**src/cache_config.svh**
```systemverilog
`ifndef CACHE_CONFIG_SVH
`define CACHE_CONFIG_SVH

// Lines per cache, both caches
`define CACHE_LINES 64

// Byte address fields
`define IDX_MSB 7
`define IDX_LSB 2
`define TAG_MSB 13
`define TAG_LSB 8

// Backing store
`define MEM_WORDS 4096

// Cycles from grant to response
`define MEM_LATENCY 3

`endif

```
**src/cache_line_ram.sv**
```systemverilog
`timescale 1ns/1ns
`default_nettype none
`include "cache_config.svh"

module cache_line_ram #(
  parameter type ENTRY_T = logic [31:0]
) (
  input  logic                        clk_i,
  input  logic                        wr_en_i,
  input  logic [`IDX_MSB-`IDX_LSB:0]  wr_idx_i,
  input  ENTRY_T                      wr_entry_i,
  input  logic                        rd_en_i,
  input  logic [`IDX_MSB-`IDX_LSB:0]  rd_idx_i,
  output ENTRY_T                      rd_entry_o
);

  ENTRY_T mem_q [`CACHE_LINES];

  // Two-port array, read data one cycle after enable
  always_ff @(posedge clk_i) begin
    if (wr_en_i) begin
      mem_q[wr_idx_i] <= wr_entry_i;
    end
    if (rd_en_i) begin
      rd_entry_o <= mem_q[rd_idx_i];
    end
  end

endmodule

`default_nettype wire

```
**config.mk**
```make
export PLATFORM = sky130hd
export DESIGN_NAME = cache_line_ram
export DESIGN_NICKNAME = d
export VERILOG_FILES = /design/src/cache_line_ram.sv
export VERILOG_INCLUDE_DIRS = /design/src
export SDC_FILE = /design/constraint.sdc
export NUM_CORES = 2
export LEC_CHECK = 0
export BUFFER_PORTS_ARGS = -buffer_cell sky130_fd_sc_hd__buf_2
export CORE_UTILIZATION = 45
export CTS_BUF_LIST = sky130_fd_sc_hd__clkbuf_4 sky130_fd_sc_hd__clkbuf_8
export DETAILED_ROUTE_END_ITERATION = 6
export SYNTH_ARGS = -nofsm -noshare
export SYNTH_HDL_FRONTEND = slang
export SYNTH_SLANG_ARGS = --single-unit
```
**constraint.sdc**
```tcl
create_clock -name clk_i -period 4.2 [get_ports clk_i]
set_clock_uncertainty 0.05 [all_clocks]
set_input_delay 0 -clock clk_i [delete_from_list [all_inputs] [get_ports clk_i]]
set_output_delay 0 -clock clk_i [all_outputs]
set_load 0.05 [all_outputs]
```
# --- Word-level counts from Yosys, hierarchy flattened ---
# Memory sizes are Yosys's and may differ from the RTL's. A register that Yosys moved wholly into a read port is not among the register bits.
# Cells that the tools add are included.
classes:
  addsub: 0
  n_mul: 0
  n_div: 0
  n_lt_le_gt_ge: 0
  eq_ne: 0
  shifts: 0
  n_mux: 2
  n_bitwise: 0
  n_reduce_logical: 0
op_table:
  columns: ["cell", "n"]
  rows:
  - ["two-way mux 1 bit", 2]
word_totals:
  ff_bits: 0
  latchBits: 0
  ramBits: 2048
  mem_bits_ro: 0
  input_bits: 47
  out_inout_bits: 32
  mem_count: 1
mem_list:
  columns: ["memory", "words", "word_bits", "rd", "rd_clocked_by_memory_dff", "wr", "line_no", "text"]
  rows:
  - ["mem_q", 64, 32, 1, 1, 1, "cache_line_ram.sv:17", "ENTRY_T mem_q [`CACHE_LINES];"]

# --- Depth between registers and ports, before layout ---
depth:
  depth_word: 2
  mapped_depth: 10

# --- Worst setup path after synthesis ---
# OpenSTA, ideal clock, no wires.
synth_path:
  kind: "input to register"
  startpoint: "in wr_idx_i[3]"
  endpoint: "mem mem_q[48][0] (netlist name), enable pin"
  setup_time_ns: 0.461
  arrival_time_ns: 2.699
  path_slack_ns: 0.990
  stages: 4
  cell_sequence: "clkbuf_1 -> nor2b_1 -> nand4b_1 -> nor3_1"
synth_rtl:
  columns: ["item", "line_no", "text"]
  rows:
  - ["from (decl)", "cache_line_ram.sv:10", "input logic [`IDX_MSB-`IDX_LSB:0] wr_idx_i,"]
  - ["to (decl)", "cache_line_ram.sv:17", null]
# Straight into the memory's write port.

==> key figures <==
Synth
  • Area of the mapped netlist: between 70000 and 80000 um2
  • Largest family of logic cells by synthesized area: multiplexers
  • Sequential area share after synthesis: around 79%
  • Synth unique cells: 33
  • Post-Synth Adder-Cell Area: 0%
  • Warnings from Yosys: 0
  • Post-synthesis cell count: about 3300
  • Synth Area in Simple Gates: under 10%
  • Compound-cell area share of the yosys netlist: under 10%
  • Post-synthesis mux area share: approximately 17%
  • Synth Register Bits: 2080
  • Post-synthesis net count: about 3400
  • Mean post-synth cell area: 23.7 um2
  • Xor/xnor share of the synthesized area: 0%

Finish
  • Area delta synth->final: 14.8%
  • Share of cells above drive strength 1: 34.5%
  • Finished layout cell area: just over 90000 um2
  • Net count, final: 3878

STA
  • Fmax: a little under 0.3 GHz
  • RSZ-0062 raised after global routing: false
  • Setup_tns: 0 ns
  • Final worst path period share: just over 80%
  • Setup violators final: 0
  • Max Slew Vio Count: 0
  • Final Hold Slack: between 0.09 and 0.1 ns
  • Hold Violations, Final: 0
  • Slew margin rel.: approximately 14%
  • Actual slew at the worst max-slew pin: 1.29 ns
  • Final min period: between 3 and 4 ns

Routing
  • Total Wirelength: 211000 um
  • Initial DRT Pass Iterations: 7
  • Met1 Wirelength: ~86000 um
  • Antenna-violating nets left: 0
  • Drt wl/cell: roughly 33 um
  • Via count: ~38000
  • Top Layer Used: met5
  • Metal3 WL: approximately 20000 um
  • Residual DRC: 0
  • Via/cell ratio: between 5 and 6
  • Met2 wire length: between 90000 and 100000 um
  • Drt initial violations: approximately 4300

Power and ir drop
  • Internal Power: around 33 mW
  • IR drop worst, VDD: ~0.22 mV
  • Lkg Pwr: approximately 28 nW
  • Switching power: between 9 and 10 mW
  • Net Sw Frac: between 20 and 25%
  • Combinational power share: 5.6%
  • Clock power share: 39.9%
  • Pwr Density: around 470 nW/um2
  • Portion of total power attributed to sequential cells: 54.4%

Global routing
  • Vias in the first global route: roughly 38000
  • GRT overflow: 0
  • Initial antenna violation count: 11
  • Largest net degree at the start of global routing: 72
  • First-pass GRT wire length: a little under 300000 um
  • Global Route Usage Sum: about a quarter

CTS
  • Clock sinks: roughly 2100
  • TritonCTS clock tree: done
  • CTS clock-pin slew for the worst setup and hold paths: ~0.06 ns
  • Clk buf depth: 4
  • Setup Fix Bufs, Post-CTS: 0
  • CTS H-tree lvls: 5
  • Root Driver: clkbuf_8
  • Worst skew pair latency: between 1 and 1.5 ns
  • CTS Buf Count: ~350

Setup path
  • Kind of critical path: primary input to flop
  • CP max FO: 71
  • WP data required: 4.84 ns
  • Critical path endpoint category: flop
  • Crit start category: primary input
  • Critical path arrival: slightly above 4 ns

Min path
  • Worst Hold Class: primary input to flop

Floorplan
  • Chip height: ~420 um
  • Die Wd: between 400 and 500 um
  • Die area: ~180000 um2
  • Core Area: 174000 um2
  • Initial Util: approximately 45%
  • Boundary Pins: a little under 80
  • # rows: 153

Place
  • GP Congestion: between 0.8 and 0.9
  • Placed Instance Area: approximately 84000 um2
  • DP HPWL: between 100000 and 150000 um
  • IO Port Bufs: a little under 80

Run
  • # Max-Cap Violations: 0

Status
  • Outcome: finished clean
per-stage QoR:
stage | power (mW) | std cells | util, % | setup WS, ns
5_1_grt | 43.7 | 6383 | 52.0 | 0.838
6_report | 42.5 | 6384 | 52.0 | 0.737
3_5_place_dp | 25.9 | 5743 | 48.0 | 0.329
4_1_cts | 42.8 | 6382 | 52.0 | 0.852
3_3_place_gp | 25.9 | 5743 | 48.0 | 0.331
2_1_floorplan | 24.7 | 3324 | - | 0.990
power groups by stage:
stage	Combinational, mW	Clock (mW)	Sequential [mW]
after global placement	2.33	0	23.5
after floorplan	1.12	0	23.6
final	2.39	17.0	23.1
after CTS	2.40	17.2	23.1
after global routing	2.51	18.1	23.1
after detailed placement	2.35	0	23.5
placed cells by master, fill, tap and decap left out, drive strengths merged, types with 8 or more instances in the layout:
cell type / n
mux4: 544
clkinv: 97
dlygate4sd3: 63
nand2b: 8
mux2i: 93
edfxtp: 2080
a22oi: 12
a311oi: 8
a21oi: 62
nor2: 137
nor2b: 15
clkbuf: 470
o22ai: 84
o221ai: 27
buf: 276
nand2: 26
cell usage after synthesis, drive strengths merged:
master  count  share of area [%]
o221ai     27               0.30
nor2      137               0.65
o22ai      84               0.67
nor2b      15               0.12
mux2i      93                1.2
and3        4              0.032
a41o        4              0.051
or2         3              0.024
or3b        5              0.056
nand3       5              0.032
a311oi      8              0.089
edfxtp   2080                 79
nand4b      1              0.011
nand2      26               0.12
nand4       2              0.016
nand3b      5              0.048
nand2b      8              0.063
and2        2              0.016
a21oi      62               0.39
nor3        7              0.044
a31oi       1             0.0079
or3         3              0.024
a22oi      12               0.11
clkbuf     74               0.35
o32ai       4              0.044
buf       108               0.77
mux4      544                 16
worst paths after layout:
check                           from                  endpoint  slack [ns]  cells past startpoint
max                      rd_idx_i[1]  rd_entry_o[21]$_DFFE_PP_        0.74                      8
max reg2reg  mem_q[27][21]$_DFFE_PP_  rd_entry_o[21]$_DFFE_PP_        1.57                      4
min                   wr_entry_i[22]   mem_q[50][22]$_DFFE_PP_         0.1                      3
min reg2reg   mem_q[12][4]$_DFFE_PP_   rd_entry_o[4]$_DFFE_PP_        0.81                      4
cell families after synthesis:
kind of cell    Yosys count
simple gates            223
mux                     637
buf+inv                 182
flops                  2080
compound gates          202
state kept, by name (all words and copies together), names as in the netlist:
name and count:
mem_q 2048, rd_entry_o 32
worst max-delay path, cell delays in order:
cell	delay (ns)
dlygate4sd3_1	0.56
buf_8	0.63
buf_4	0.52
buf_4	0.39
mux4_2	0.37
mux4_2	0.61
o22ai_1	0.60
nor2_1	0.21
repair_timing:
action | CTS | global route
gates resized for setup | 0 | 0
hold buffers | 63 | 0
endpoints found under the hold margin | 2589 | 0
metal layers:
layer | GRT usage, % | up-vias
met5 | 0 | -
met4 | 8.17 | 2
met3 | 6.71 | 311
met2 | 36.8 | 1791
met1 | 33.8 | 20600
li1 | - | 15300
cell type report:
type / instances / area (um2)
timing repair buffer: 339 / 2810
tap: 2325 / 2910
clock inverter: 106 / 627
clock buffer: 470 / 5760
sequential: 2080 / 62500
multi-input combinational: 1062 / 16000
fill: 13400 / 83500
antenna: 2 / 5.00
(Power assumes the default switching activity.)
