## config.mk

```make
export PLATFORM = sky130hd
export DESIGN_NAME = instr_cache
export DESIGN_NICKNAME = d
export VERILOG_FILES = /design/src/cache_pkg.sv /design/src/instr_cache.sv
export VERILOG_INCLUDE_DIRS = /design/src
export SDC_FILE = /design/constraint.sdc
export NUM_CORES = 1
export LEC_CHECK = 0
export ABC_AREA = 0
export BUFFER_PORTS_ARGS = -buffer_cell sky130_fd_sc_hd__clkbuf_2
export CAP_MARGIN = 40
export CORE_MARGIN = 5
export CORE_UTILIZATION = 40
export DETAILED_ROUTE_END_ITERATION = 6
export PLACE_DENSITY = 0.71
export SLEW_MARGIN = 20
export SYNTH_ARGS = -nofsm -noshare
export SYNTH_HDL_FRONTEND = slang
export SYNTH_SLANG_ARGS = --single-unit
```

## constraint.sdc

```tcl
create_clock -name clk_i -period 4.35 [get_ports clk_i]
set_clock_uncertainty 0.15 [all_clocks]
set_input_delay 0.2175 -clock clk_i [delete_from_list [all_inputs] [get_ports clk_i]]
set_output_delay 0.2175 -clock clk_i [all_outputs]
set_load 0.03 [all_outputs]
```

## src/cache_config.svh

```systemverilog
`ifndef CACHE_CONFIG_SVH
`define CACHE_CONFIG_SVH

// Lines per cache, both caches
`define CACHE_LINES 64

// Byte address fields
`define IDX_MSB 7
`define IDX_LSB 2
`define TAG_MSB 13
`define TAG_LSB 8

// Backing store
`define MEM_WORDS 4096

// Cycles from grant to response
`define MEM_LATENCY 3

`endif

```

## src/cache_pkg.sv

```systemverilog
`default_nettype none
`include "cache_config.svh"

package cache_pkg;

  // CPU side
  typedef struct packed {
    logic                 valid;
    logic                 we;
    logic [`TAG_MSB:0]    addr;
    logic [31:0]          wdata;
    logic [3:0]           be;
  } cpu_req_t;

  typedef struct packed {
    logic        done;
    logic [31:0] rdata;
  } cpu_rsp_t;

  // Memory side, word addressed
  typedef struct packed {
    logic                        req;
    logic                        we;
    logic [`TAG_MSB-`IDX_LSB:0]  addr;
    logic [31:0]                 wdata;
  } mem_req_t;

  typedef struct packed {
    logic        gnt;
    logic        valid;
    logic [31:0] rdata;
  } mem_rsp_t;

  // Array entries
  typedef struct packed {
    logic                        dirty;
    logic [`TAG_MSB-`TAG_LSB:0]  tag;
    logic [31:0]                 data;
  } dcache_line_t;

  typedef struct packed {
    logic [`TAG_MSB-`TAG_LSB:0]  tag;
    logic [31:0]                 data;
  } icache_line_t;

endpackage

`default_nettype wire

```

## src/instr_cache.sv

```systemverilog
`timescale 1ns/1ns
`default_nettype none
`include "cache_config.svh"

module instr_cache (
  input  logic                        clk_i,
  input  logic                        rst_i,
  input  cache_pkg::cpu_req_t         req_i,
  output cache_pkg::cpu_rsp_t         rsp_o,
  output logic                        busy_o,
  output cache_pkg::mem_req_t         mem_req_o,
  input  cache_pkg::mem_rsp_t         mem_rsp_i,
  output logic                        ram_wr_en_o,
  output logic [`IDX_MSB-`IDX_LSB:0]  ram_wr_idx_o,
  output cache_pkg::icache_line_t     ram_wr_entry_o,
  output logic                        ram_rd_en_o,
  output logic [`IDX_MSB-`IDX_LSB:0]  ram_rd_idx_o,
  input  cache_pkg::icache_line_t     ram_rd_entry_i
);
  import cache_pkg::*;

  typedef enum logic [1:0] {
    ST_IDLE,
    ST_LOOKUP,
    ST_REFILL
  } state_t;

  state_t                       state_q;
  cpu_req_t                     req_q;
  logic [`CACHE_LINES-1:0]      valid_q;
  logic                         gnt_seen_q;
  logic                         done_q;
  logic [31:0]                  rdata_q;

  logic [`IDX_MSB-`IDX_LSB:0]   idx;
  logic [`TAG_MSB-`TAG_LSB:0]   tag;
  logic                         accept;
  logic                         hit;
  logic                         fill;

  assign idx    = req_q.addr[`IDX_MSB:`IDX_LSB];
  assign tag    = req_q.addr[`TAG_MSB:`TAG_LSB];
  assign accept = req_i.valid && !busy_o;
  assign hit    = valid_q[idx] && (ram_rd_entry_i.tag == tag);
  assign fill   = (state_q == ST_REFILL) && mem_rsp_i.valid;

  always_ff @(posedge clk_i) begin
    if (rst_i) begin
      state_q    <= ST_IDLE;
      valid_q    <= '0;
      gnt_seen_q <= 1'b0;
      done_q     <= 1'b0;
    end else begin
      done_q <= 1'b0;
      if (mem_rsp_i.gnt) begin
        gnt_seen_q <= 1'b1;
      end else if (mem_rsp_i.valid) begin
        gnt_seen_q <= 1'b0;
      end
      case (state_q)
        ST_IDLE: begin
          if (accept) begin
            state_q <= ST_LOOKUP;
          end
        end
        ST_LOOKUP: begin
          if (hit) begin
            done_q  <= 1'b1;
            state_q <= ST_IDLE;
          end else begin
            state_q <= ST_REFILL;
          end
        end
        default: begin
          if (fill) begin
            done_q       <= 1'b1;
            valid_q[idx] <= 1'b1;
            state_q      <= ST_IDLE;
          end
        end
      endcase
    end
  end

  // Fetched word goes straight to the CPU
  always_ff @(posedge clk_i) begin
    if (accept) begin
      req_q <= req_i;
    end
    if (state_q == ST_LOOKUP) begin
      rdata_q <= ram_rd_entry_i.data;
    end else if (fill) begin
      rdata_q <= mem_rsp_i.rdata;
    end
  end

  always_comb begin
    mem_req_o = '0;
    if (state_q == ST_REFILL) begin
      mem_req_o.req  = !gnt_seen_q;
      mem_req_o.addr = {tag, idx};
    end
  end

  // Busy covers the done cycle too
  assign busy_o         = (state_q != ST_IDLE) || done_q;
  assign rsp_o          = '{done: done_q, rdata: rdata_q};
  assign ram_rd_en_o    = accept;
  assign ram_rd_idx_o   = req_i.addr[`IDX_MSB:`IDX_LSB];
  assign ram_wr_en_o    = fill;
  assign ram_wr_idx_o   = idx;
  assign ram_wr_entry_o = '{tag: tag, data: mem_rsp_i.rdata};

endmodule

`default_nettype wire

```

-- Yosys cells after proc, flatten, opt, wreduce, memory -nomap -nowiden
Cells that the tools add are included.
- magnitude comparators: 2
- eq/ne operators: 4
- mux-type cells: 17
- bitwise logic cells: 2
- reductions and logical operators: 15
- operators by type and width (kind ; number):
    two-way mux 32 bit ; 2
    OR 64 bit ; 1
    two-way mux 12 bit ; 1
    < comparator 6 x 7 -> 1 bit (second input constant) ; 1
    two-way mux 1 bit ; 7
    binary-select mux 1 bit (select 6 bit) ; 1
    demux 1 bit (select 6 bit) ; 1
    == test 6 bit ; 1
    >= comparator 6 x 1 -> 1 bit (second input constant) ; 1
    two-way mux 2 bit ; 3
    nonzero test 2 bit ; 3
    logical AND 1 bit ; 4
    one-hot mux 2 bit (2 select lines) ; 1
    AND reduction 2 bit ; 2
    nonzero test 3 bit ; 1
    == test 2 x 1 -> 1 bit (second input constant) ; 1
    == test 2 bit (second input constant) ; 1
    zero test 1 bit ; 2
    zero test 2 bit ; 1
    != test 2 bit (second input constant) ; 1
    one-hot mux 1 bit (2 select lines) ; 1
    OR reduction 2 bit ; 1
    logical OR 1 bit ; 1
    NOT 1 bit ; 1
- bits in registers: 114
- input port bits: 126
- output and inout port bits: 132

-- Depth between registers and ports, before layout
Gate-level depths: netlist of the first run.
- word-level depth: 6
- depth in mapped cells: 9
- gate-level depth less buffers: 6

-- Worst setup path after synthesis of the first run
Ideal clock, no wire load.
- kind: register to register
- start point: register state_q[1]
- end point: register req_q, in the netlist ram_wr_entry_o[32], enable pin
- setup time: 0.400 ns
- data arrival time: 1.850 ns
- data required time: 3.800 ns
- slack: 1.950 ns
- cell stages (with the launch flop): 3
- clock period less this slack: 2.400 ns
- path through: dfxtp_1 -> or3_1 -> nor2_1
- word-level cells in the longest chain between the ends: 4
- ends and longest elaborated chain (item ; line ; text):
    start: declaration ; instr_cache.sv:28 ; state_t state_q;
    start signal: assignment ; instr_cache.sv:49 ; state_q <= ST_IDLE;
    start signal: assignment ; instr_cache.sv:63 ; state_q <= ST_LOOKUP;
    start signal: assignment ; instr_cache.sv:69 ; state_q <= ST_IDLE;
    nonzero test 2 bit ; instr_cache.sv:106 ; assign busy_o = (state_q != ST_IDLE) || done_q;
    logical OR 1 bit ; instr_cache.sv:106 ;
    named net busy_o ; instr_cache.sv:10 ; output logic busy_o,
    zero test 1 bit ; instr_cache.sv:43 ; assign accept = req_i.valid && !busy_o;
    logical AND 1 bit ; instr_cache.sv:43 ;
    named net ram_rd_en_o ; instr_cache.sv:16 ; output logic ram_rd_en_o,
    end signal: assignment ; instr_cache.sv:88 ; req_q <= req_i;
    end: declaration ; instr_cache.sv:29 ; cpu_req_t req_q;
The timed path passes the listed nets, and every way through them passes these cells.
A chain may end at the register's enable or synchronous reset.

-- Worst setup path in the final report of the first run
- start point: register req_q, in the netlist ram_wr_idx_o[1]
- end point: register done_q
- word-level cells in the longest chain between the ends: 5
- ends and longest elaborated chain (item ; line ; text):
    binary-select mux 1 bit (select 6 bit) ; instr_cache.sv:44 ; assign hit = valid_q[idx] && (ram_rd_entry_i.tag == tag);
    two-way mux 1 bit (not written as such) ; instr_cache.sv:44 ;
    logical AND 1 bit ; instr_cache.sv:44 ;
    two-way mux 1 bit ; instr_cache.sv:67 ; if (hit) begin
    one-hot mux 1 bit (2 select lines) ; instr_cache.sv:60 ; case (state_q)
    end signal: assignment ; instr_cache.sv:52 ; done_q <= 1'b0;
    end signal: assignment ; instr_cache.sv:68 ; done_q <= 1'b1;
    end signal: assignment ; instr_cache.sv:76 ; done_q <= 1'b1;
    end: declaration ; instr_cache.sv:32 ; logic done_q;
Every way passes these cells. The select of a mux whose other input is x is not followed.

==> summary.txt, run 1 <==
Max_cap viols = 0
Register Area = 2680 um^2
WP buf/inv = 0
End of the worst hold path = rdata_q[16]
Clock Latency Late Sink = 350 ps
CTS tree = done
TritonCTS Sinks = 112
Antenna violations before repair = 0
Fin. max-slew vios = 0
Diode count = 0
Status = finished clean
R2R Setup Slk = 1600 ps
Vias after detailed routing = 4,453
Syn Std Cell Area = 5320 um^2
Starting Density = 40.5%
Post-DR vias/cell = 4.79
Syn Area/Cell = 9.29 um^2
#FFs+latches synth = 112
Placed Instance Area = 5930 um^2
Leakage = 3.13 nW
Clock Tree Root = clkbuf_16
Fillers = 1,216
RSZ-0062 raised after global routing = false
VDD IR max = 0.000203 V
Syn. warnings = 0
Final Cell Area = 6700 um^2
Hold path start = mem_rsp_i[16]
Sw Ratio = 29.5%
Combinational power share = 18.0%
CP cell instances = nor2b_1 -> a22oi_1 -> and3_1 -> a31oi_1 -> a311oi_1 -> o21ba_1
Port bufs = 185
Clock share of power = 34.8%
H-tree levels = 3
Fin crit share = 63.2%
Syn Inst Count = 572
Hold Fails Final Rpt = 0
Crit. End Element = register
R2R depth = 6
Final Setup Violations = 0
Post-CTS sizing = 0
Slew @ Worst Pin = 941 ps
CP arrival = 2850 ps
# rows = 42
CP Class = reg2reg
Post-synth top area share = 25.6%
Worst slew margin = 36.8%
Drc violations = 0
Peak fanout along the critical path = 20
Post-synth EDFFs = 44
Tmin final = 2750 ps
First-pass iteration count of the detailed router = 5
Vias in the first global route = 4,263
Core ar. = 13,100 um^2
Total CTS buffers = 9
Fmax = 364 MHz
Number of library cell types mapped by synthesis = 42
Die Ht = 125 um
Syn-to-layout area delta = 26.1%
Antenna Nets Post-Route = 0
Ratio of cells with drive above 1 in the final layout = 29.6%
Startpoint Class = register
Hold Path Depth = 3
Initial DRC Count = 252
Setup bufs post-CTS = 0
CP max stage delay = 770 ps
Pwr Density = 368 nW/um^2
Sw power = 0.728 mW
Final nets = 874
Top cells by area, synth = dfxtp_1 26%, edfxtp_1 25%, buf_4 10%
HP Class = in2reg
Clk slew on worst S/H paths = 80 ps
Post-detailed-routing wire length = 13,800 um
# IOs = 258
Multi-input combinational cell area = 2010 um^2
Overflow after GRT = 0
Gpl congestion = 0.865
Post-DR wirelength/cell = 14.9 um
Seq/Total Area, Yosys = 50.5%
Aggregate global-route resource usage = 17.2%
TNS Setup = 0 ps
Int Pwr = 1.74 mW
CTS max path bufs = 2
First-pass GRT wire length = 21,900 um
Reg2reg start = ram_wr_idx_o[1]
CP required = 4450 ps
Detailed Place HPWL = 9500 um
Synth area leader = dfxtp_1
Largest net degree at the start of global routing = 69
Reg-to-reg endpoint = done_q
Delay-heaviest family, CP = simple AND/OR/NAND/NOR gates
Max stage delay cell, worst path = nor2b_1
Ys async rst share = 0%
Ys flop type = dfxtp_1
Die ar. = 15,700 um^2
Flop pwr share = 47.1%
Die Width = 125 um
==> final cells by class <==
| cell class | count | share of cell area (%) |
|---|---|---|
| Sequential cell | 112 | 40.0 |
| Multi-Input combinational cell | 380 | 30.0 |
| Timing Repair Buffer | 242 | 21.9 |
| Clock buffer | 9 | 3.36 |
| Tap cell | 176 | 3.29 |
| Clock inverter | 7 | 1.29 |
| Inverter | 3 | 0.168 |
==> registers in the layout (all words and copies together) (netlist names) <==
register and cells:
rdata_q 32, done_q 1, valid_q 64, ram_wr_idx_o 6
gnt_seen_q 1, ram_wr_entry_o 6, state_q 2
==> worst max-delay path by stage <==
stage	start	endpoint	slack, ps	depth (start not counted)
finish	ram_wr_idx_o[1]	done_q	1600	6
global route	ram_wr_idx_o[1]	done_q	1490	6
CTS	ram_wr_idx_o[1]	done_q	1610	6
detailed placement	ram_wr_idx_o[1]	done_q	1620	6
global placement	ram_wr_idx_o[0]	done_q	1490	7
floorplan	state_q[1]	ram_wr_entry_o[32]	1950	2
==> synth_stat cells (2+ instances only) <==
| library cell | number |
|---|---|
| a31oi_1 | 6 |
| buf_6 | 2 |
| buf_12 | 2 |
| nand3_1 | 5 |
| a21oi_1 | 63 |
| mux4_2 | 3 |
| nor2_1 | 73 |
| and3b_1 | 2 |
| nor3b_1 | 2 |
| buf_2 | 5 |
| nor3_1 | 3 |
| xor2_1 | 4 |
| a22oi_1 | 9 |
| nand4_1 | 2 |
| edfxtp_1 | 44 |
| mux2i_1 | 24 |
| and3_1 | 8 |
| clkbuf_1 | 27 |
| nor2b_1 | 5 |
| nand2_1 | 105 |
| and2_1 | 13 |
| dfxtp_1 | 68 |
| inv_1 | 3 |
| buf_4 | 73 |
| nor3b_2 | 2 |
| nand2b_1 | 2 |
| xnor2_1 | 2 |
==> worst min-delay path, stage by stage <==
cell and delay (ps):
clkbuf_2 90, nand2_1 50, nand2_1 50
==> what timing repair did <==
action	4_1_cts	5_1_grt
endpoints found under the hold margin	39	0
hold buffers	46	0
setup endpoints to repair	0	0
==> cells in the final DEF (no fill, tap or decap), types with 3 or more instances in the layout <==
cell	instances
inv_1	3
a22oi_1	9
xor2_1	4
nand3_1	5
buf_4	7
and2_1	13
a31oi_1	6
conb_1	33
clkbuf_2	185
nor2b_1	4
dfxtp_1	68
nor3_1	3
dlygate4sd3_1	46
buf_2	3
and3_1	8
a21oi_1	63
nor2_1	73
mux4_2	3
mux2i_1	24
clkbuf_16	9
nand2_1	105
edfxtp_1	44
==> through the flow <==
step	std cells	hold slack (ps)	total power [mW]	setup WS (ps)	util (%)
global placement	862	245	1.59	1490	44.9
detailed placement	867	246	1.59	1620	45.1
global route	929	12.9	2.57	1490	51.0
floorplan	604	166	1.51	1950	-
CTS	929	0.430	2.50	1610	51.0
finish	929	10.6	2.47	1600	51.0
==> cell families (layout without fill, tap and decap cells) <==
family / count (synthesis) / count (layout) / share of synthesized area, %
simple gates: 229 / 229 / 19.1
flops: 112 / 112 / 50.5
buf+inv: 112 / 261 / 14.1
mux: 28 / 28 / 6.28
compound gates: 84 / 84 / 9.01
other cells: 1 / 33 / 0.0705
xor+xnor: 6 / 6 / 0.988
==> routing by layer <==
| layer | global-route usage (%) | part of all wire [%] | vias up |
|---|---|---|---|
| met5 | 0 | 0 | - |
| met4 | 6.51 | 2.0 | 0 |
| met3 | 3.62 | 6.5 | 17 |
| met2 | 29.8 | 50 | 175 |
| met1 | 21.0 | 41 | 2090 |
| li1 | - | - | 2171 |
==> power by group through the flow <==
stage	logic (mW)	registers [mW]	clock network, mW
6_report	0.445	1.16	0.860
5_1_grt	0.476	1.17	0.931
4_1_cts	0.444	1.16	0.889
3_5_place_dp	0.406	1.19	0
3_3_place_gp	0.398	1.19	0
2_1_floorplan	0.276	1.24	0
(Power assumes the default switching activity.)
==> inputs of run 2 (changes only) <==
--- a/config.mk
+++ b/config.mk
@@ -12,7 +12,7 @@
 export CORE_MARGIN = 5
 export CORE_UTILIZATION = 40
 export DETAILED_ROUTE_END_ITERATION = 6
-export PLACE_DENSITY = 0.71
+export PLACE_DENSITY = 0.74
 export SLEW_MARGIN = 20
 export SYNTH_ARGS = -nofsm -noshare
 export SYNTH_HDL_FRONTEND = slang
==> constraint.sdc (replaced) <==
create_clock -name clk_i -period 2.5 [get_ports clk_i]
set_clock_uncertainty 0.15 [all_clocks]
set_input_delay 0.125 -clock clk_i [delete_from_list [all_inputs] [get_ports clk_i]]
set_output_delay 0.125 -clock clk_i [all_outputs]
set_load 0.03 [all_outputs]
==> run 2 against run 1 <==
Sequential share of layout area is 2.6 points lower. Via count is 4.9% higher. Sequential power is 74% higher. Largest cell class unchanged. Count of clock-buffer cells in the layout is 1 higher. Final cell count is 5.5% higher. Total power is 75% higher. Setup slack worse by 1300 ps. Critical path depth is 1 higher. Sequential cell count stayed put. Clock power is 64% higher.
==> summary.txt, run 2 (synthesis gave the netlist of run 1 again) <==
Clock Tree Root = clkbuf_16
Setup WS post-layout = 275 ps
Placed Instance Area = 6070 um^2
Max FFs per register = 64
VDD IR max = 0.000504 V
Final Setup Violations = 0
Status = finished clean
HP Class = in2reg
Final Cell Area = 7160 um^2
Port bufs = 185
Post-layout util = 54.5%
Syn-to-layout area delta = 34.7%
Largest net degree at the start of global routing = 34
First-pass iteration count of the detailed router = 4
Antenna Nets Post-Route = 0
Top layer in use = met4
Fillers = 1,132
Die Ht = 125 um
TritonCTS Sinks = 112
DR WL met2 = 7750 um
CP arrival = 2320 ps
CTS max path bufs = 2
First-pass GRT wire length = 24,200 um
Antenna violations before repair = 0
Slew @ Worst Pin = 704 ps
Commonest non-fill, non-tap cell in the layout = clkbuf_2
Overflow after GRT = 0
Vias in the first global route = 4,561
# rows = 42
Clk slew on worst S/H paths = 80 ps
# IOs = 258
Tmin final = 2230 ps
Aggregate global-route resource usage = 19.1%
Post-CTS sizing = 0
Register name with the most flops = valid_q
CTS tree = done
Leakage = 3.36 nW
Initial DRC Count = 268
Peak fanout along the critical path = 6
Gpl congestion = 0.841
Fin. max-slew vios = 0
Most frequent cells in the layout = 185 x clkbuf_2, 105 x nand2_1, 78 x dlygate4sd3_1
R2R Setup Slk = 270 ps
Pre-CTS setup slack = 122 ps
Vias after detailed routing = 4,670
Drc violations = 0
TNS Setup = 0 ps
Met3 WL post-DR = 997 um
Biggest regs = valid_q x64, rdata_q x32
Hold Fails Final Rpt = 0
Worst slew margin = 53.1%
Max_cap viols = 0
Overall power = 4.31 mW
Startpoint Class = register
Starting Density = 40.5%
Post-DR wirelength/cell = 15.6 um
CP Class = reg2reg
H-tree levels = 3
Multi-input combinational cell area = 2010 um^2
Clock Latency Late Sink = 350 ps
Pwr Density = 602 nW/um^2
Fin crit share = 89.0%
Die Width = 125 um
Register Area = 2680 um^2
Post-detailed-routing wire length = 15,300 um
Metal-1 WL = 6090 um
Total CTS buffers = 9
Core ar. = 13,100 um^2
Die ar. = 15,700 um^2
Diode count = 0
RSZ-0062 raised after global routing = false
Ratio of cells with drive above 1 in the final layout = 30.1%
Final nets = 925
CP required = 2600 ps
Fmax = 449 MHz
Crit. End Element = register
Detailed Place HPWL = 10,300 um
Post-DR vias/cell = 4.77
[run 2: timing repair]
item,4_1_cts,5_1_grt
setup buffers,0,3
hold buffers,78,0
hold endpoints to repair,45,0
setup endpoints to repair,0,2
[run 2: cell type report]
cell class | count | share of cell area [%]
timing repair buffer | 293 | 27.3
tap | 176 | 3.07
inverter | 3 | 0.157
clock buffer | 10 | 3.20
multi-input combinational | 380 | 28.0
clock inverter | 6 | 0.803
sequential | 112 | 37.4
[run 2: critical path: stages (launching register included)]
cell and delay [ps]:
edfxtp_1 450, buf_4 200, mux4_2 500, nand3_1 90
o21ai_1 70, a311oi_2 340, a311oi_1 140, o21ba_1 180
[run 2: stage by stage]
step,hold WS [ps],instances
5_1_grt,61.6,980
3_5_place_dp,154,883
2_1_floorplan,73.9,604
3_3_place_gp,153,882
6_report,57.0,980
4_1_cts,44.4,977
[run 2: path summary, 6_finish.rpt]
path	start	end	depth (start not counted)
worst max-delay path	ram_wr_idx_o[0]	done_q	7
worst min-delay path	mem_rsp_i[32]	state_q[1]	4
worst max register to register	ram_wr_idx_o[0]	done_q	7
worst min register to register	valid_q[27]	valid_q[27]	2
[run 2: power by group]
group	total [mW]	switching, mW	internal (mW)	leakage, nW
Clock	1.41	0.702	0.707	0.144
Combinational	0.888	0.557	0.331	2.26
Sequential	2.02	0.0403	1.98	0.962
[run 2: layer usage]
| metal | vias up | global-route usage (%) |
|---|---|---|
| li1 | 2281 | - |
| met1 | 2162 | 22.4 |
| met2 | 192 | 33.2 |
| met3 | 35 | 4.69 |
| met4 | 0 | 8.23 |
| met5 | - | 0 |
