$ cat src/cache_config.svh
`ifndef CACHE_CONFIG_SVH
`define CACHE_CONFIG_SVH

// Lines per cache, both caches
`define CACHE_LINES 64

// Byte address fields
`define IDX_MSB 7
`define IDX_LSB 2
`define TAG_MSB 13
`define TAG_LSB 8

// Backing store
`define MEM_WORDS 4096

// Cycles from grant to response
`define MEM_LATENCY 3

`endif

$ cat src/cache_pkg.sv
`default_nettype none
`include "cache_config.svh"

package cache_pkg;

  // CPU side
  typedef struct packed {
    logic                 valid;
    logic                 we;
    logic [`TAG_MSB:0]    addr;
    logic [31:0]          wdata;
    logic [3:0]           be;
  } cpu_req_t;

  typedef struct packed {
    logic        done;
    logic [31:0] rdata;
  } cpu_rsp_t;

  // Memory side, word addressed
  typedef struct packed {
    logic                        req;
    logic                        we;
    logic [`TAG_MSB-`IDX_LSB:0]  addr;
    logic [31:0]                 wdata;
  } mem_req_t;

  typedef struct packed {
    logic        gnt;
    logic        valid;
    logic [31:0] rdata;
  } mem_rsp_t;

  // Array entries
  typedef struct packed {
    logic                        dirty;
    logic [`TAG_MSB-`TAG_LSB:0]  tag;
    logic [31:0]                 data;
  } dcache_line_t;

  typedef struct packed {
    logic [`TAG_MSB-`TAG_LSB:0]  tag;
    logic [31:0]                 data;
  } icache_line_t;

endpackage

`default_nettype wire

$ cat src/data_cache.sv
`timescale 1ns/1ns
`default_nettype none
`include "cache_config.svh"

module data_cache (
  input  logic                        clk_i,
  input  logic                        rst_i,
  input  cache_pkg::cpu_req_t         req_i,
  output cache_pkg::cpu_rsp_t         rsp_o,
  output logic                        busy_o,
  output cache_pkg::mem_req_t         mem_req_o,
  input  cache_pkg::mem_rsp_t         mem_rsp_i,
  output logic                        ram_wr_en_o,
  output logic [`IDX_MSB-`IDX_LSB:0]  ram_wr_idx_o,
  output cache_pkg::dcache_line_t     ram_wr_entry_o,
  output logic                        ram_rd_en_o,
  output logic [`IDX_MSB-`IDX_LSB:0]  ram_rd_idx_o,
  input  cache_pkg::dcache_line_t     ram_rd_entry_i
);
  import cache_pkg::*;

  typedef enum logic [2:0] {
    ST_IDLE,
    ST_LOOKUP,
    ST_WRITEBACK,
    ST_REFILL,
    ST_MERGE
  } state_t;

  state_t                       state_q;
  state_t                       state_d;
  cpu_req_t                     req_q;
  dcache_line_t                 line_q;
  logic [`CACHE_LINES-1:0]      valid_q;
  logic                         gnt_seen_q;

  logic [`IDX_MSB-`IDX_LSB:0]   idx;
  logic [`TAG_MSB-`TAG_LSB:0]   tag;
  logic                         hit;
  logic                         victim_dirty;
  logic [31:0]                  merged;

  assign idx          = req_q.addr[`IDX_MSB:`IDX_LSB];
  assign tag          = req_q.addr[`TAG_MSB:`TAG_LSB];
  assign hit          = valid_q[idx] && (ram_rd_entry_i.tag == tag);
  assign victim_dirty = valid_q[idx] && ram_rd_entry_i.dirty;

  // Byte merge, a read passes the line through unchanged
  always_comb begin
    for (int b = 0; b < 4; b++) begin
      if (req_q.we && req_q.be[b]) begin
        merged[8*b +: 8] = req_q.wdata[8*b +: 8];
      end else begin
        merged[8*b +: 8] = line_q.data[8*b +: 8];
      end
    end
  end

  always_comb begin
    state_d = state_q;
    case (state_q)
      ST_IDLE: begin
        if (req_i.valid) begin
          state_d = ST_LOOKUP;
        end
      end
      ST_LOOKUP: begin
        if (hit) begin
          state_d = ST_MERGE;
        end else if (victim_dirty) begin
          state_d = ST_WRITEBACK;
        end else begin
          state_d = ST_REFILL;
        end
      end
      ST_WRITEBACK: begin
        if (mem_rsp_i.valid) begin
          state_d = ST_REFILL;
        end
      end
      ST_REFILL: begin
        if (mem_rsp_i.valid) begin
          state_d = ST_MERGE;
        end
      end
      default: state_d = ST_IDLE;
    endcase
  end

  always_ff @(posedge clk_i) begin
    if (rst_i) begin
      state_q    <= ST_IDLE;
      valid_q    <= '0;
      gnt_seen_q <= 1'b0;
    end else begin
      state_q <= state_d;
      if (mem_rsp_i.gnt) begin
        gnt_seen_q <= 1'b1;
      end else if (mem_rsp_i.valid) begin
        gnt_seen_q <= 1'b0;
      end
      if (state_q == ST_MERGE) begin
        valid_q[idx] <= 1'b1;
      end
    end
  end

  // Held access and the line being worked on
  always_ff @(posedge clk_i) begin
    if (state_q == ST_IDLE && req_i.valid) begin
      req_q <= req_i;
    end
    if (state_q == ST_LOOKUP) begin
      line_q <= ram_rd_entry_i;
    end else if (state_q == ST_REFILL && mem_rsp_i.valid) begin
      line_q <= '{dirty: 1'b0, tag: tag, data: mem_rsp_i.rdata};
    end
  end

  // Victim goes out first, then the refill read
  always_comb begin
    mem_req_o = '0;
    if (state_q == ST_WRITEBACK) begin
      mem_req_o.req   = !gnt_seen_q;
      mem_req_o.we    = 1'b1;
      mem_req_o.addr  = {line_q.tag, idx};
      mem_req_o.wdata = line_q.data;
    end else if (state_q == ST_REFILL) begin
      mem_req_o.req  = !gnt_seen_q;
      mem_req_o.addr = {tag, idx};
    end
  end

  assign busy_o       = (state_q != ST_IDLE);
  assign rsp_o        = '{done: (state_q == ST_MERGE), rdata: merged};
  assign ram_rd_en_o  = (state_q == ST_IDLE) && req_i.valid;
  assign ram_rd_idx_o = req_i.addr[`IDX_MSB:`IDX_LSB];

  // Line is rewritten in the done cycle, dirty once written
  assign ram_wr_en_o    = (state_q == ST_MERGE);
  assign ram_wr_idx_o   = idx;
  assign ram_wr_entry_o = '{dirty: line_q.dirty | req_q.we, tag: tag, data: merged};

endmodule

`default_nettype wire

$ cat config.mk
export PLATFORM = sky130hd
export DESIGN_NAME = data_cache
export DESIGN_NICKNAME = d
export VERILOG_FILES = /design/src/cache_pkg.sv /design/src/data_cache.sv
export VERILOG_INCLUDE_DIRS = /design/src
export SDC_FILE = /design/constraint.sdc
export NUM_CORES = 1
export LEC_CHECK = 0
export BUFFER_PORTS_ARGS = -buffer_cell sky130_fd_sc_hd__buf_2
export CAP_MARGIN = 10
export CORE_MARGIN = 5
export CORE_UTILIZATION = 30
export DETAILED_ROUTE_END_ITERATION = 7
export SYNTH_ARGS = -nofsm -noshare
export SYNTH_HDL_FRONTEND = slang
export SYNTH_SLANG_ARGS = --single-unit
$ cat constraint.sdc
create_clock -name clk_i -period 7.8 [get_ports clk_i]
set_input_delay 0.78 -clock clk_i [delete_from_list [all_inputs] [get_ports clk_i]]
set_output_delay 0.78 -clock clk_i [all_outputs]
set_load 0.1 [all_outputs]
-- Yosys cells after proc, flatten, opt, wreduce, memory -nomap -nowiden
Cells that the tools add are included.
- bitwise gates (word level): 2
- $lt $le $gt $ge: 2
- reduce and logical (&&, ||, !) cells: 15
- equality and inequality tests: 8
- muxes and demuxes: 24
- operators by type and width (operator ; count):
    2-to-1 mux 39 bit ; 2
    bitwise OR 64 bit ; 1
    2-to-1 mux 32 bit ; 1
    2-to-1 mux 8 bit ; 4
    2-to-1 mux 12 bit ; 2
    2-to-1 mux 3 bit ; 4
    case mux 3 bit (4 select lines) ; 1
    logical AND 1 bit ; 9
    2-to-1 mux 1 bit ; 8
    less-than comparator 6 x 7 -> 1 bit (second input constant) ; 1
    binary-select mux 1 bit (select 6 bit) ; 1
    demux 1 bit (select 6 bit) ; 1
    == test 3 x 2 -> 1 bit (second input constant) ; 2
    == test 6 bit ; 1
    greater-or-equal comparator 6 x 1 -> 1 bit (second input constant) ; 1
    != test 2 bit (second input constant) ; 3
    nonzero test 2 bit ; 2
    == test 3 x 1 -> 1 bit (second input constant) ; 1
    == test 3 bit (second input constant) ; 1
    logical NOT 3 bit ; 1
    AND reduction 3 bit ; 1
    nonzero test 3 bit ; 1
    logical NOT 1 bit ; 1
    bitwise OR 1 bit ; 1
- flip-flop bits (word level): 158
- output and inout bits: 133
- input port bits: 127

-- Logic depth before layout (Yosys ltp)
Gate-level depths: netlist (run 1).
- depth after elaboration: 6
- depth in mapped cells: 8
- gate-level depth less buffers: 6

-- Least setup slack after synthesis (run 1)
OpenSTA, ideal clock, no wires.
- kind: register to output
- start point: reg state_q[1]
- end point: out ram_rd_en_o
- data required time: 7020 ps
- arrival: 4599 ps
- cell stages (with the launch flop): 3
- path slack: 2421 ps
- buffers on the path: 0
- cells stage by stage: dfxtp_1 -> or3_1 -> nor2_1
- word-level cells in the longest chain between the ends: 2
- RTL lines (what ; line ; text):
    start, declared ; data_cache.sv:30 ; state_t state_q;
    start signal, assigned ; data_cache.sv:96 ; state_q <= state_d;
    logical NOT 3 bit ; data_cache.sv:136 ; assign ram_rd_en_o = (state_q == ST_IDLE) && req_i.valid;
    logical AND 1 bit ; data_cache.sv:136 ;
    end, declared ; data_cache.sv:16 ; output logic ram_rd_en_o,
No other way between the ends.

==> results.txt, run 1 <==
- In this run the critical register-to-register path is launched from state_q[0].
- Sum of negative setup slack: 0 ns
- Number of global-route vias before repair: 5115
- The worst register-to-register path ends at state_q[0].
* Synthesized Nets: 745
* Arrival time at the worst endpoint: 2.86 ns
- After technology mapping, the gate count stands at 618.
* Detail-routed via count per cell: 4.506
- TritonCTS built the clock tree.
* Kind of launch point of the worst setup path: flip-flop
- Measured against its own limit, the worst slew margin works out to 22.98%.
- Worst-path fanout max: 33
* Most frequent cell after synthesis: sky130_fd_sc_hd__edfxtp_1
- At the pin with the least slew margin, the transition time is 1.154 ns.
* Post-layout minimum cycle time: 3.640 ns
- Start-to-end type of the worst setup path: flip-flop to output pin
- Run status: finished, final reports clean
* Residual antenna-violating net count after detailed routing: 0
- Hold Crit Start: valid_q[14]
- Clock tree synthesis selected as its root buffer the cell sky130_fd_sc_hd__clkbuf_16.
- Endpoint required time on the critical path: 7.02 ns
* Area Overhead vs Synth: 24.63%
- 260 I/O pins were placed.
* Number of pins exceeding their max-slew limit in the final report: 0
- Detailed-route DRC error count: 0
- Number of buffers inserted by hold repair at cts: 0
- Counting cells, the worst reg-to-reg path comes to 5.
- Wire per inst: 17.04 µm
- Core Footprint: 23540 µm²
- Number of clock buffers inserted by TritonCTS: 17
* Final Routed Wirelength: 19.54 mm
- Global-route wire length before repair: 28.59 mm
* Post-cts resize count: 0
* Weighted congestion reported at the end of routability-driven placement: 0.7699
* Synth warn: 0
* Number of antenna repair diodes: 0
- Counting instances, the worst hold path has a depth of 2.
- Unrepaired setup endpoints after global routing: no
- The clock passes through at most 2 buffers.
- For the worst-skew pair, the clock arrives at the later sink with an insertion delay of 0.42 ns.
- Once detailed placement completed, the half-perimeter wirelength came to 14.62 mm.
* Sequential area share after synthesis: 55.54%
* DIE HEIGHT: 165.0 µm
* Static power due to leakage: 3.764 nW
- Of all flip-flops after synthesis, the portion carrying an async set or reset was 0%.
* Cell accounting for the most synthesized area: sky130_fd_sc_hd__edfxtp_1
- Leading cell types by total area after synthesis: sky130_fd_sc_hd__edfxtp_1 37%, sky130_fd_sc_hd__dfxtp_1 19%, sky130_fd_sc_hd__mux2_2 11%, sky130_fd_sc_hd__buf_4 5.4%, sky130_fd_sc_hd__mux2i_1 5.3%
- Summing over every cut layer, the via total after detailed routing is 5168.
* TritonCTS sink count: 156
* Die area: 27230 µm²
* Antenna violations before repair: 1
- Areal power density over the cells: 469.6 nW/µm²
- Count of unique library cells instantiated by Yosys: 41
- Avg Inst Size Synth: 11.67 µm²
- Post-CTS setup repair buffer count: 0
* Capture endpoint of the worst hold path: valid_q[14]
- Worst IR Drop VDD: 361.1 µV
* Gr ovfl total: 0
- The worst path uses 46.67% of the clock period.
- Synthesis inferred 156 register bits.
- The net count of the finished layout is 942.
- Counting flops with a built-in enable in the synthesized netlist gives 88.
* Clock transition at the registers of the reported paths: 0.06 ns
- Final hold vios: 0
- Inst Count DP: 1115
* Die Wd: 165.0 µm
- Total global routing track utilization: 13.69%
- In this run the register-to-register setup slack is 5.26 ns.
- Fraction of final layout cells with drive strength greater than 1: 46.38%
- The top cell type by area accounts for 36.65% of the synthesized area.
- Hold timing on the final database bottoms out at a slack of 0.4648 ns.
* Top cell types by occurrence after synthesis: 88 x sky130_fd_sc_hd__edfxtp_1, 77 x sky130_fd_sc_hd__nor2_1, 70 x sky130_fd_sc_hd__mux2_2
- The min-delay analysis places its worst path in the category flip-flop to flip-flop.
- Synthesized area: 7209 µm²
* Initial cell density of the core: 30.62%
- After floorplanning, the core was divided into 56 placement rows.
* Maximum number of pins on one net before global-route repair: 70
- Final std cells w/o fill: 1147
* Number of buffers added on ports: 257
* Max Clock Skew: 0.01033 ns
- Number of DRC violations after detailed-routing iteration 0: 252
* Crit. End Element: output pin
- CTS H-tree depth: 4
- Across the run, the number of max-cap violations was 0.
* Dominant register cell in the synthesized netlist: sky130_fd_sc_hd__edfxtp_1
* Pre-antenna DRT Iters: 4
- Final setup violating endpoints: 0
- Static timing analysis puts the maximum clock frequency at 0.2747 GHz.
## layer usage
metal,track usage (%),vias to the layer above,routed length [µm]
li1,-,2524,-
met1,15.37,2444,7586
met2,24.85,175,10190
met3,4.018,23,1463
met4,4.272,2,294
met5,0,-,13
## metrics by stage
step | instance area [µm²] | util, % | power (mW) | setup WS (ns)
floorplan | 7209 | - | 3.179 | 2.421
global placement | 8404 | 35.70 | 3.439 | 4.634
detailed placement | 8404 | 35.70 | 3.444 | 4.581
CTS | 8985 | 38.16 | 4.270 | 4.115
global route | 8985 | 38.16 | 4.382 | 3.941
finish | 8985 | 38.16 | 4.220 | 4.160
## worst max-delay path: stages (launching register included)
cell and delay [ns]:
sky130_fd_sc_hd__dfxtp_1 0.52, sky130_fd_sc_hd__nand2b_1 0.28, sky130_fd_sc_hd__nor2_2 0.93, sky130_fd_sc_hd__and2_1 0.26, sky130_fd_sc_hd__buf_2 0.43
## area by class of cell
class / count / area [µm²]
Sequential cell: 156 / 4004
Timing Repair Buffer: 262 / 1324
Clock inverter: 13 / 127.6
Inverter: 2 / 7.507
Clock buffer: 19 / 452.9
Tap cell: 319 / 399.1
Multi-Input combinational cell: 376 / 2670
Fill cell: 2337 / 14560
## kinds of logic (layout without fill, tap and decap cells)
group / Yosys count / after routing / synth area share (%)
AND/OR/NAND/NOR: 176 / 176 / 13.17
flip-flops: 156 / 156 / 55.54
multiplexers: 108 / 108 / 16.21
AO/OA/AOI/OAI: 86 / 86 / 6.630
buffers and inverters: 86 / 296 / 7.723
XOR/XNOR: 6 / 6 / 0.7289
## sequential cells by signal, summed over array words and instances, names as in the netlist
name / flops
gnt_seen_q: 1
valid_q: 64
ram_wr_idx_o: 6
line_q: 39
ram_wr_entry_o: 6
req_q: 37
state_q: 3
## power by group
part	total (mW)	internal, mW	switching (mW)
Sequential	1.14	1.06	0.0871
Clock	0.815	0.465	0.350
Combinational	2.26	0.380	1.88
## how the worst max path moves through the flow
stage / start / endpoint / cells past startpoint
after floorplan: state_q[1] / ram_rd_en_o / 2
after global placement: state_q[1] / mem_req_o[20] / 4
after detailed placement: state_q[1] / mem_req_o[23] / 4
after CTS: state_q[1] / mem_req_o[23] / 4
after global routing: state_q[1] / mem_req_o[21] / 4
final: state_q[1] / mem_req_o[23] / 4
## layout by cell type, fill, tap and decap left out, drive strengths merged
cell type / instances
buf: 262
edfxtp: 88
nor2: 84
mux2: 70
dfxtp: 68
a21oi: 67
and2: 40
mux2i: 38
clkbuf: 19
a22oi: 16
nand2: 12
inv: 10
nand3: 8
nor3b: 6
nor3: 6
nor2b: 4
xnor2: 4
nand2b: 4
clkinv: 4
and3b: 3
nand4: 3
xor2: 2
or3: 1
or2: 1
and3: 1
nor4b: 1
or3b: 1
or4: 1
a211o: 1
o21a: 1
o22ai: 1
bufinv: 1
No activity file was read; power rests on OpenSTA's default activity.
==> run 2: changes to the inputs <==
==> constraint.sdc (replaced) <==
create_clock -name clk_i -period 3.5 [get_ports clk_i]
set_input_delay 0.35 -clock clk_i [delete_from_list [all_inputs] [get_ports clk_i]]
set_output_delay 0.35 -clock clk_i [all_outputs]
set_load 0.1 [all_outputs]
==> run 2 against run 1 <==
Die area unchanged. Clock skew decreased by 0.0019 ns. Combinational power is 120% higher. Design area increased by 0.15%. Largest power group unchanged. Highest routed layer unchanged.
==> results.txt, run 2 (synthesized netlist as in run 1, its figures left out) <==
* Number of DRC violations after detailed-routing iteration 0: 274 (+8.7%)
* Number of clock buffers inserted by TritonCTS: 17 (unchanged)
* Worst reg2reg endpoint: state_q[2]
* Most common cell after layout, fill and taps aside: sky130_fd_sc_hd__buf_2
* Post-route met1 wirelength: 8.118 mm (+7.0%)
* Met2 layer wire length in the routed design: 10.13 mm (-0.56%)
- The slack of the worst reg-to-reg path came to 1.08 ns (-4.18 ns).
* Worst Reg-to-Reg Cells: 7 (+2)
* Number of buffers inserted by hold repair at cts: 0 (unchanged)
- Number of filler cells placed in the layout: 2353 (+0.68%)
- # rows: 56 (unchanged)
* Sum of negative setup slack: 0 ns (unchanged)
- The max-capacitance violation count was 0 (unchanged).
- The number of flip-flops in the largest register was 64 (unchanged).
- The number of hold violations in the final report was 0 (unchanged).
- Crit. End Element: output pin
* IO Count: 260 (unchanged)
- Worst max-slew margin expressed relative to the limit: 37.12% (+14 points)
- The detailed placement HPWL was 14.72 mm (+0.64%).
* Footprint of the multi-input gates: 2676 µm² (+0.23%)
- The area of the core was 23540 µm² (unchanged).
- FF-to-FF Start: ram_wr_idx_o[0]
- The data required time of the critical path came to 3.15 ns (-3.87 ns).
* Post-layout minimum cycle time: 2.668 ns
- Final setup violating endpoints: 0 (unchanged)
- The post-cts gate resize count came to 0 (unchanged).
- Worst IR Drop VDD: 626.2 µV (+73%)
- The sum of overflow across all layers after global routing came to 0 (unchanged).
- The antenna violation net count after detailed routing came to 0 (unchanged).
* Worst-path fanout max: 33 (unchanged)
- TritonCTS sink count: 156 (unchanged)
- The arrival time at the worst endpoint came to 2.32 ns (-0.54 ns).
- Number of antenna repair diodes: 0 (unchanged)
* Hold Crit Start: req_i[5]
* Max Clock Skew: 0.008452 ns (-0.001877 ns)
- Setup WS pre-CTS: 1.098 ns (-3.484 ns)
- Top reg by flops: valid_q
* TritonCTS clock tree: yes
* Worst hold path class: input pin to flip-flop
- Routed via count: 5106 (-1.2%)
- The horizontal extent of the die is 165.0 µm (unchanged).
- The setup fix buffers added after clock tree synthesis was 0 (unchanged).
- NumNets Final: 943 (+0.11%)
- In this run the clock root is driven by a sky130_fd_sc_hd__clkbuf_16.
- Commonest cells after routing, fill and taps aside: 257 x sky130_fd_sc_hd__buf_2, 88 x sky130_fd_sc_hd__edfxtp_1, 75 x sky130_fd_sc_hd__nor2_1
* Top flop regs: valid_q (64), line_q (39), req_q (37)
- The number of antenna violations at the first check in global routing is 2 (+1).
- The total routing resource utilization after global routing is 13.91% (+0.22 points).
- The average vias per placed instance came to 4.448 (-1.3%).
- The final routed wirelength across all metal layers came to 19.83 mm (+1.5%).
- The clock transition time at the flip-flop clock pins of the worst setup and hold paths was 0.07 ns (about the same).
- Topmost layer with routed signal wires: met5
- The die outline area is 27230 µm² (unchanged).
* Number of global-route vias before repair: 5026 (-1.7%)
* Achievable clock frequency: 0.3748 GHz
- The maximum root-to-sink buffer count came to 2 (unchanged).
- After layout, the worst path uses 76.24% of the clock period.
* Wire per inst: 17.27 µm (+1.4%)
* Unrepaired setup endpoints after global routing: no
* Maximum number of pins on one net before global-route repair: 69 (-1.4%)
- The total count of max-transition violations in the final report is 0 (unchanged).
- Seq. cell area: 4004 µm² (unchanged)
* Worst Tran Pin Value: 0.9431 ns (-0.2109 ns)
- Capture endpoint of the worst hold path: req_q[5]
* Pre-antenna DRT Iters: 4 (unchanged)
- Static power due to leakage: 3.748 nW (-0.41%)
- The remaining design rule violation count was 0 (unchanged).
* Area Overhead vs Synth: 24.82%
- The H-tree depth is 4 (unchanged).
* Worst skew pair latency: 0.42 ns (about the same)
* Initial cell density of the core: 30.62% (unchanged)
* Post-Place Cell Area: 8443 µm² (+0.46%)
- DIE HEIGHT: 165.0 µm (unchanged)
- Worst Slack Setup Final: 0.8316 ns (-3.328 ns)
* Number of buffers added on ports: 257 (unchanged)
- Fraction of final layout cells with drive strength greater than 1: 46.32% (-0.056 points)
- The cell depth of the worst hold path came to 1 (-1).
- The flow ran to the end, and the final reports show no timing, DRC or antenna violations.
- Start-to-end type of the worst setup path: flip-flop to output pin
- Areal power density over the cells: 1042 nW/µm² (+120%)
* Met3 wire length: 1.377 mm (-5.9%)
- The routability congestion estimate from global placement was 0.7601 (-1.3%).
- Cell area after layout: 8999 µm² (+0.15%)
- The first-pass GRT wire length was 28.86 mm (+0.92%).
- STA classifies the critical path startpoint as a flip-flop.
## run 2: changes by cell type in the layout (fill, tap and decap cells not counted), sizes merged
cell | previous run | this run
clkinv | 4 | 3
clkbuf | 19 | 17
buf | 262 | 263
bufinv | 1 | 0
clkinvlp | 0 | 4
## run 2: worst max path at each step
stage | start | endpoint | depth (start not counted)
6_report | state_q[1] | mem_req_o[20] | 5
2_1_floorplan | state_q[2] | ram_wr_entry_o[32] | 2
4_1_cts | state_q[1] | mem_req_o[20] | 5
3_3_place_gp | state_q[0] | line_q[27] | 3
3_5_place_dp | state_q[0] | line_q[31] | 3
5_1_grt | state_q[1] | mem_req_o[23] | 5
## run 2: critical path, stage by stage (launching register included)
cell,delay [ns]
sky130_fd_sc_hd__dfxtp_1,0.53
sky130_fd_sc_hd__nand2b_1,0.29
sky130_fd_sc_hd__nor2_2,0.14
sky130_fd_sc_hd__buf_4,0.31
sky130_fd_sc_hd__and2_1,0.17
sky130_fd_sc_hd__buf_2,0.44
## run 2: layout make-up
cell class / count / share of cell area [%]
inverter: 2 / 0.08343
sequential: 156 / 44.49
multi-input combinational: 376 / 29.74
clock buffer: 17 / 4.727
tap: 319 / 4.435
timing repair buffer: 263 / 15.07
clock inverter: 15 / 1.446
## run 2: routing by layer
layer,global-route usage [%],up-vias
met5,0,-
met4,3.062,2
met3,3.544,20
met2,25.26,171
met1,16.49,2387
li1,-,2526
## run 2: through the flow
step	hold slack [ns]	total power, mW	instances	utilization, %
after floorplan	0.4361	7.070	618	-
after global placement	0.4467	7.698	1116	35.86
after detailed placement	0.4542	7.715	1116	35.86
after CTS	0.07184	9.490	1148	38.22
after global routing	0.06904	9.721	1148	38.22
final	0.09703	9.379	1148	38.22
## run 2: power breakdown
| part | switching (mW) | internal, mW |
|---|---|---|
| logic | 4.20 | 0.875 |
| clock network | 0.818 | 0.932 |
| registers | 0.200 | 2.35 |
| total | 5.22 | 4.16 |
==> run 3: changes to the inputs <==
==> constraint.sdc (replaced) <==
create_clock -name clk_i -period 2.25 [get_ports clk_i]
set_input_delay 0.225 -clock clk_i [delete_from_list [all_inputs] [get_ports clk_i]]
set_output_delay 0.225 -clock clk_i [all_outputs]
set_load 0.1 [all_outputs]
==> run 3 against run 2 <==
Cell count is 6.0% higher. Sequential power is 55% higher. Combinational power up 73%. Hold slack worse by 0.069 ns. Non-clock buffer count is 69 higher. Global-route usage up 0.77 points. Clock skew is 0.0025 ns higher. Utilization rose by 5.8 points. Sequential share of layout area fell by 5.9 points. Critical path depth decreased by 2. Largest cell class unchanged. Highest routed layer unchanged.
==> results.txt, run 3 (synthesized netlist as in run 1, its figures left out) <==
- The average vias per placed instance came to 4.530 (+1.8%).
- Number of DRC violations after detailed-routing iteration 0: 269 (-1.8%)
* Worst-path fanout max: 8 (-76%)
* Unrepaired setup endpoints after global routing: yes
- Routed via count: 5513 (+8.0%)
- The setup fix buffers added after clock tree synthesis is 0 (unchanged).
- Final design utilization: 44.05% (+5.8 points)
- Detailed-route DRC error count: 0 (unchanged)
- NumNets Final: 1012 (+7.3%)
* Worst max-slew margin expressed relative to the limit: 62.28% (+25 points)
- The average wire per cell in the routed design was 17.42 µm (+0.84%).
- Number of filler cells placed in the layout: 2196 (-6.7%)
* Root buf cell: sky130_fd_sc_hd__clkbuf_16
- Clock transition at the registers of the reported paths: 0.06 ns (about the same)
- Number of clock buffers inserted by TritonCTS: 17 (unchanged)
- The number of hold violations in the final report is 0 (unchanged).
- The actual slew at the worst max-slew pin came to 0.5659 ns (-0.3773 ns).
* Post-layout power: 15.90 mW (+70%)
* Kind of launch point of the worst setup path: flip-flop
- Die area: 27230 µm² (unchanged)
- The number of setup violations in the final report is 0 (unchanged).
* Die Wd: 165.0 µm (unchanged)
- The cell area after layout came to 10370 µm² (+15%).
* Maximum buffer depth of the clock tree: 2 (unchanged)
* Sum of negative setup slack: 0 ns (unchanged)
* Number of global-route vias before repair: 5469 (+8.8%)
* Worst skew pair latency: 0.41 ns (about the same)
- The global routing met2 resource utilization was 26.99% (+1.7 points).
- Crit. End Element: output pin
* Fraction of final layout cells with drive strength greater than 1: 47.22% (+0.90 points)
* Maximum number of pins on one net before global-route repair: 56 (-19%)
- Total global routing track utilization: 14.68% (+0.77 points)
- Start-to-end type of the worst setup path: flip-flop to output pin
- The y dimension of the die came to 165.0 µm (unchanged).
* Max reg flops: 64 (unchanged)
- In this run the most used layer during global routing was met2.
* Critical path cell sequence: nand2_1 > mux2_2 > clkbuf_4
- The max-capacitance violation count was 0 (unchanged).
- The tightest min-delay check is of the input pin to flip-flop type.
* Achievable clock frequency: 0.4546 GHz
* IO Count: 260 (unchanged)
* Antenna violations before repair: 2 (unchanged)
* Post-layout minimum cycle time: 2.200 ns
- The total count of max-transition violations in the final report is 0 (unchanged).
- Arrival time at the worst endpoint: 1.97 ns (-0.35 ns)
- Commonest cells after routing, fill and taps aside: 191 x sky130_fd_sc_hd__buf_2, 88 x sky130_fd_sc_hd__edfxtp_1, 70 x sky130_fd_sc_hd__mux2_2
- The final routed wirelength across all metal layers came to 21.20 mm (+6.9%).
- The area of the core is 23540 µm² (unchanged).
- The routing usage on met3 is 4.218% (+0.67 points).
- Most common cell after layout, fill and taps aside: sky130_fd_sc_hd__buf_2
* Max stage delay cell, worst path: sky130_fd_sc_hd__edfxtp_1
- Slowest stage delay, CP: 0.50 ns (-0.03 ns)
- Areal power density over the cells: 1533 nW/µm² (+47%)
- TritonCTS sink count: 156 (unchanged)
- Initial cell density of the core: 30.62% (unchanged)
* Post-Place Cell Area: 9143 µm² (+8.3%)
* Crit share post-route: 97.76%
* Residual antenna-violating net count after detailed routing: 0 (unchanged)
- The leakage power is 4.241 nW (+13%).
- The worst hold slack was 0.02771 ns (-0.06932 ns).
- Top flop regs: valid_q (64), line_q (39), req_q (37)
- The sum of overflow across all layers after global routing came to 0 (unchanged).
- The routability congestion estimate from global placement is 0.7919 (+4.2%).
- The register with the most flip-flops in the final layout is valid_q.
- The count of inserted antenna diode cells came to 0 (unchanged).
- Placed wire-length estimate: 15.57 mm (+5.8%)
* Run status: finished, final reports clean
- The data required time of the critical path was 2.03 ns (-1.12 ns).
* Worst IR Drop VDD: 1114 µV (+78%)
- Area Overhead vs Synth: 43.86%
- CTS H-tree depth: 4 (unchanged)
- The detailed-router iteration count before antenna repair is 4 (unchanged).
- The fraction of met1 tracks used by global routing was 16.73% (+0.24 points).
- The count of buffers from port buffering came to 257 (unchanged).
- Max Clock Skew: 0.01097 ns (+0.002518 ns)
- The first-pass GRT wire length came to 30.66 mm (+6.3%).
* # rows: 56 (unchanged)
- TritonCTS built the clock tree.
==> run 3: changes by cell type in the layout (fill, tap and decap cells not counted), sizes merged <==
| cell | previous run | this run |
|---|---|---|
| dlygate4sd3 | 0 | 47 |
| clkinv | 3 | 5 |
| clkbuf | 17 | 52 |
| inv | 10 | 5 |
| buf | 263 | 251 |
| clkinvlp | 4 | 1 |
| bufinv | 0 | 5 |
==> run 3: stage by stage <==
| stage | setup slack, ns | cells |
|---|---|---|
| CTS | -0.01684 | 1215 |
| finish | 0.05031 | 1217 |
| detailed placement | 0.3598 | 1137 |
| floorplan | -0.2877 | 618 |
| global route | -0.02536 | 1217 |
| global placement | 0.3736 | 1137 |
==> run 3: cell type report <==
cell class	instances	area, µm²	area share (%)
Clock inverter	14	216.5	2.087
Sequential cell	156	4006	38.63
Multi-Input combinational cell	376	2713	26.16
Clock buffer	18	429.2	4.138
Timing Repair Buffer	332	2600	25.07
Tap cell	319	399.1	3.848
Inverter	2	7.507	0.07239
==> run 3: what timing repair did <==
item | CTS | global route
hold buffers | 46 | 1
resized for setup | 0 | 35
gates cloned | 0 | 1
hold endpoints to repair | 46 | 1
setup endpoints to repair | 5 | 42
==> run 3: worst paths after layout <==
path	startpoint	end	cells after the start	slack [ns]
worst max-delay path	req_q[50]	rsp_o[29]	3	0.05
worst min-delay path	mem_rsp_i[33]	gnt_seen_q	3	0.03
worst max register to register	ram_wr_idx_o[2]	state_q[2]	6	0.34
worst min register to register	valid_q[37]	valid_q[37]	2	0.47
==> run 3: worst max-delay path, delay by kind of cell, from the launching register on <==
| family | cells | cell delay, ns |
|---|---|---|
| flip-flops | 1 | 0.50 |
| buffers and inverters | 1 | 0.29 |
| AND/OR/NAND/NOR | 1 | 0.35 |
| multiplexers | 1 | 0.43 |
==> run 3: report_power, final <==
part           internal, mW  switching [mW]
registers              3.66           0.288
logic                  2.06            6.74
clock network          1.98            1.18
total                  7.70            8.20
==> run 3: layer usage <==
layer / share of wire, % / routed length, µm / up-vias
li1: - / - / 2674
met1: 39 / 8363 / 2629
met2: 52 / 11110 / 182
met3: 6.8 / 1432 / 26
met4: 1.3 / 281 / 2
met5: 0.033 / 7 / -
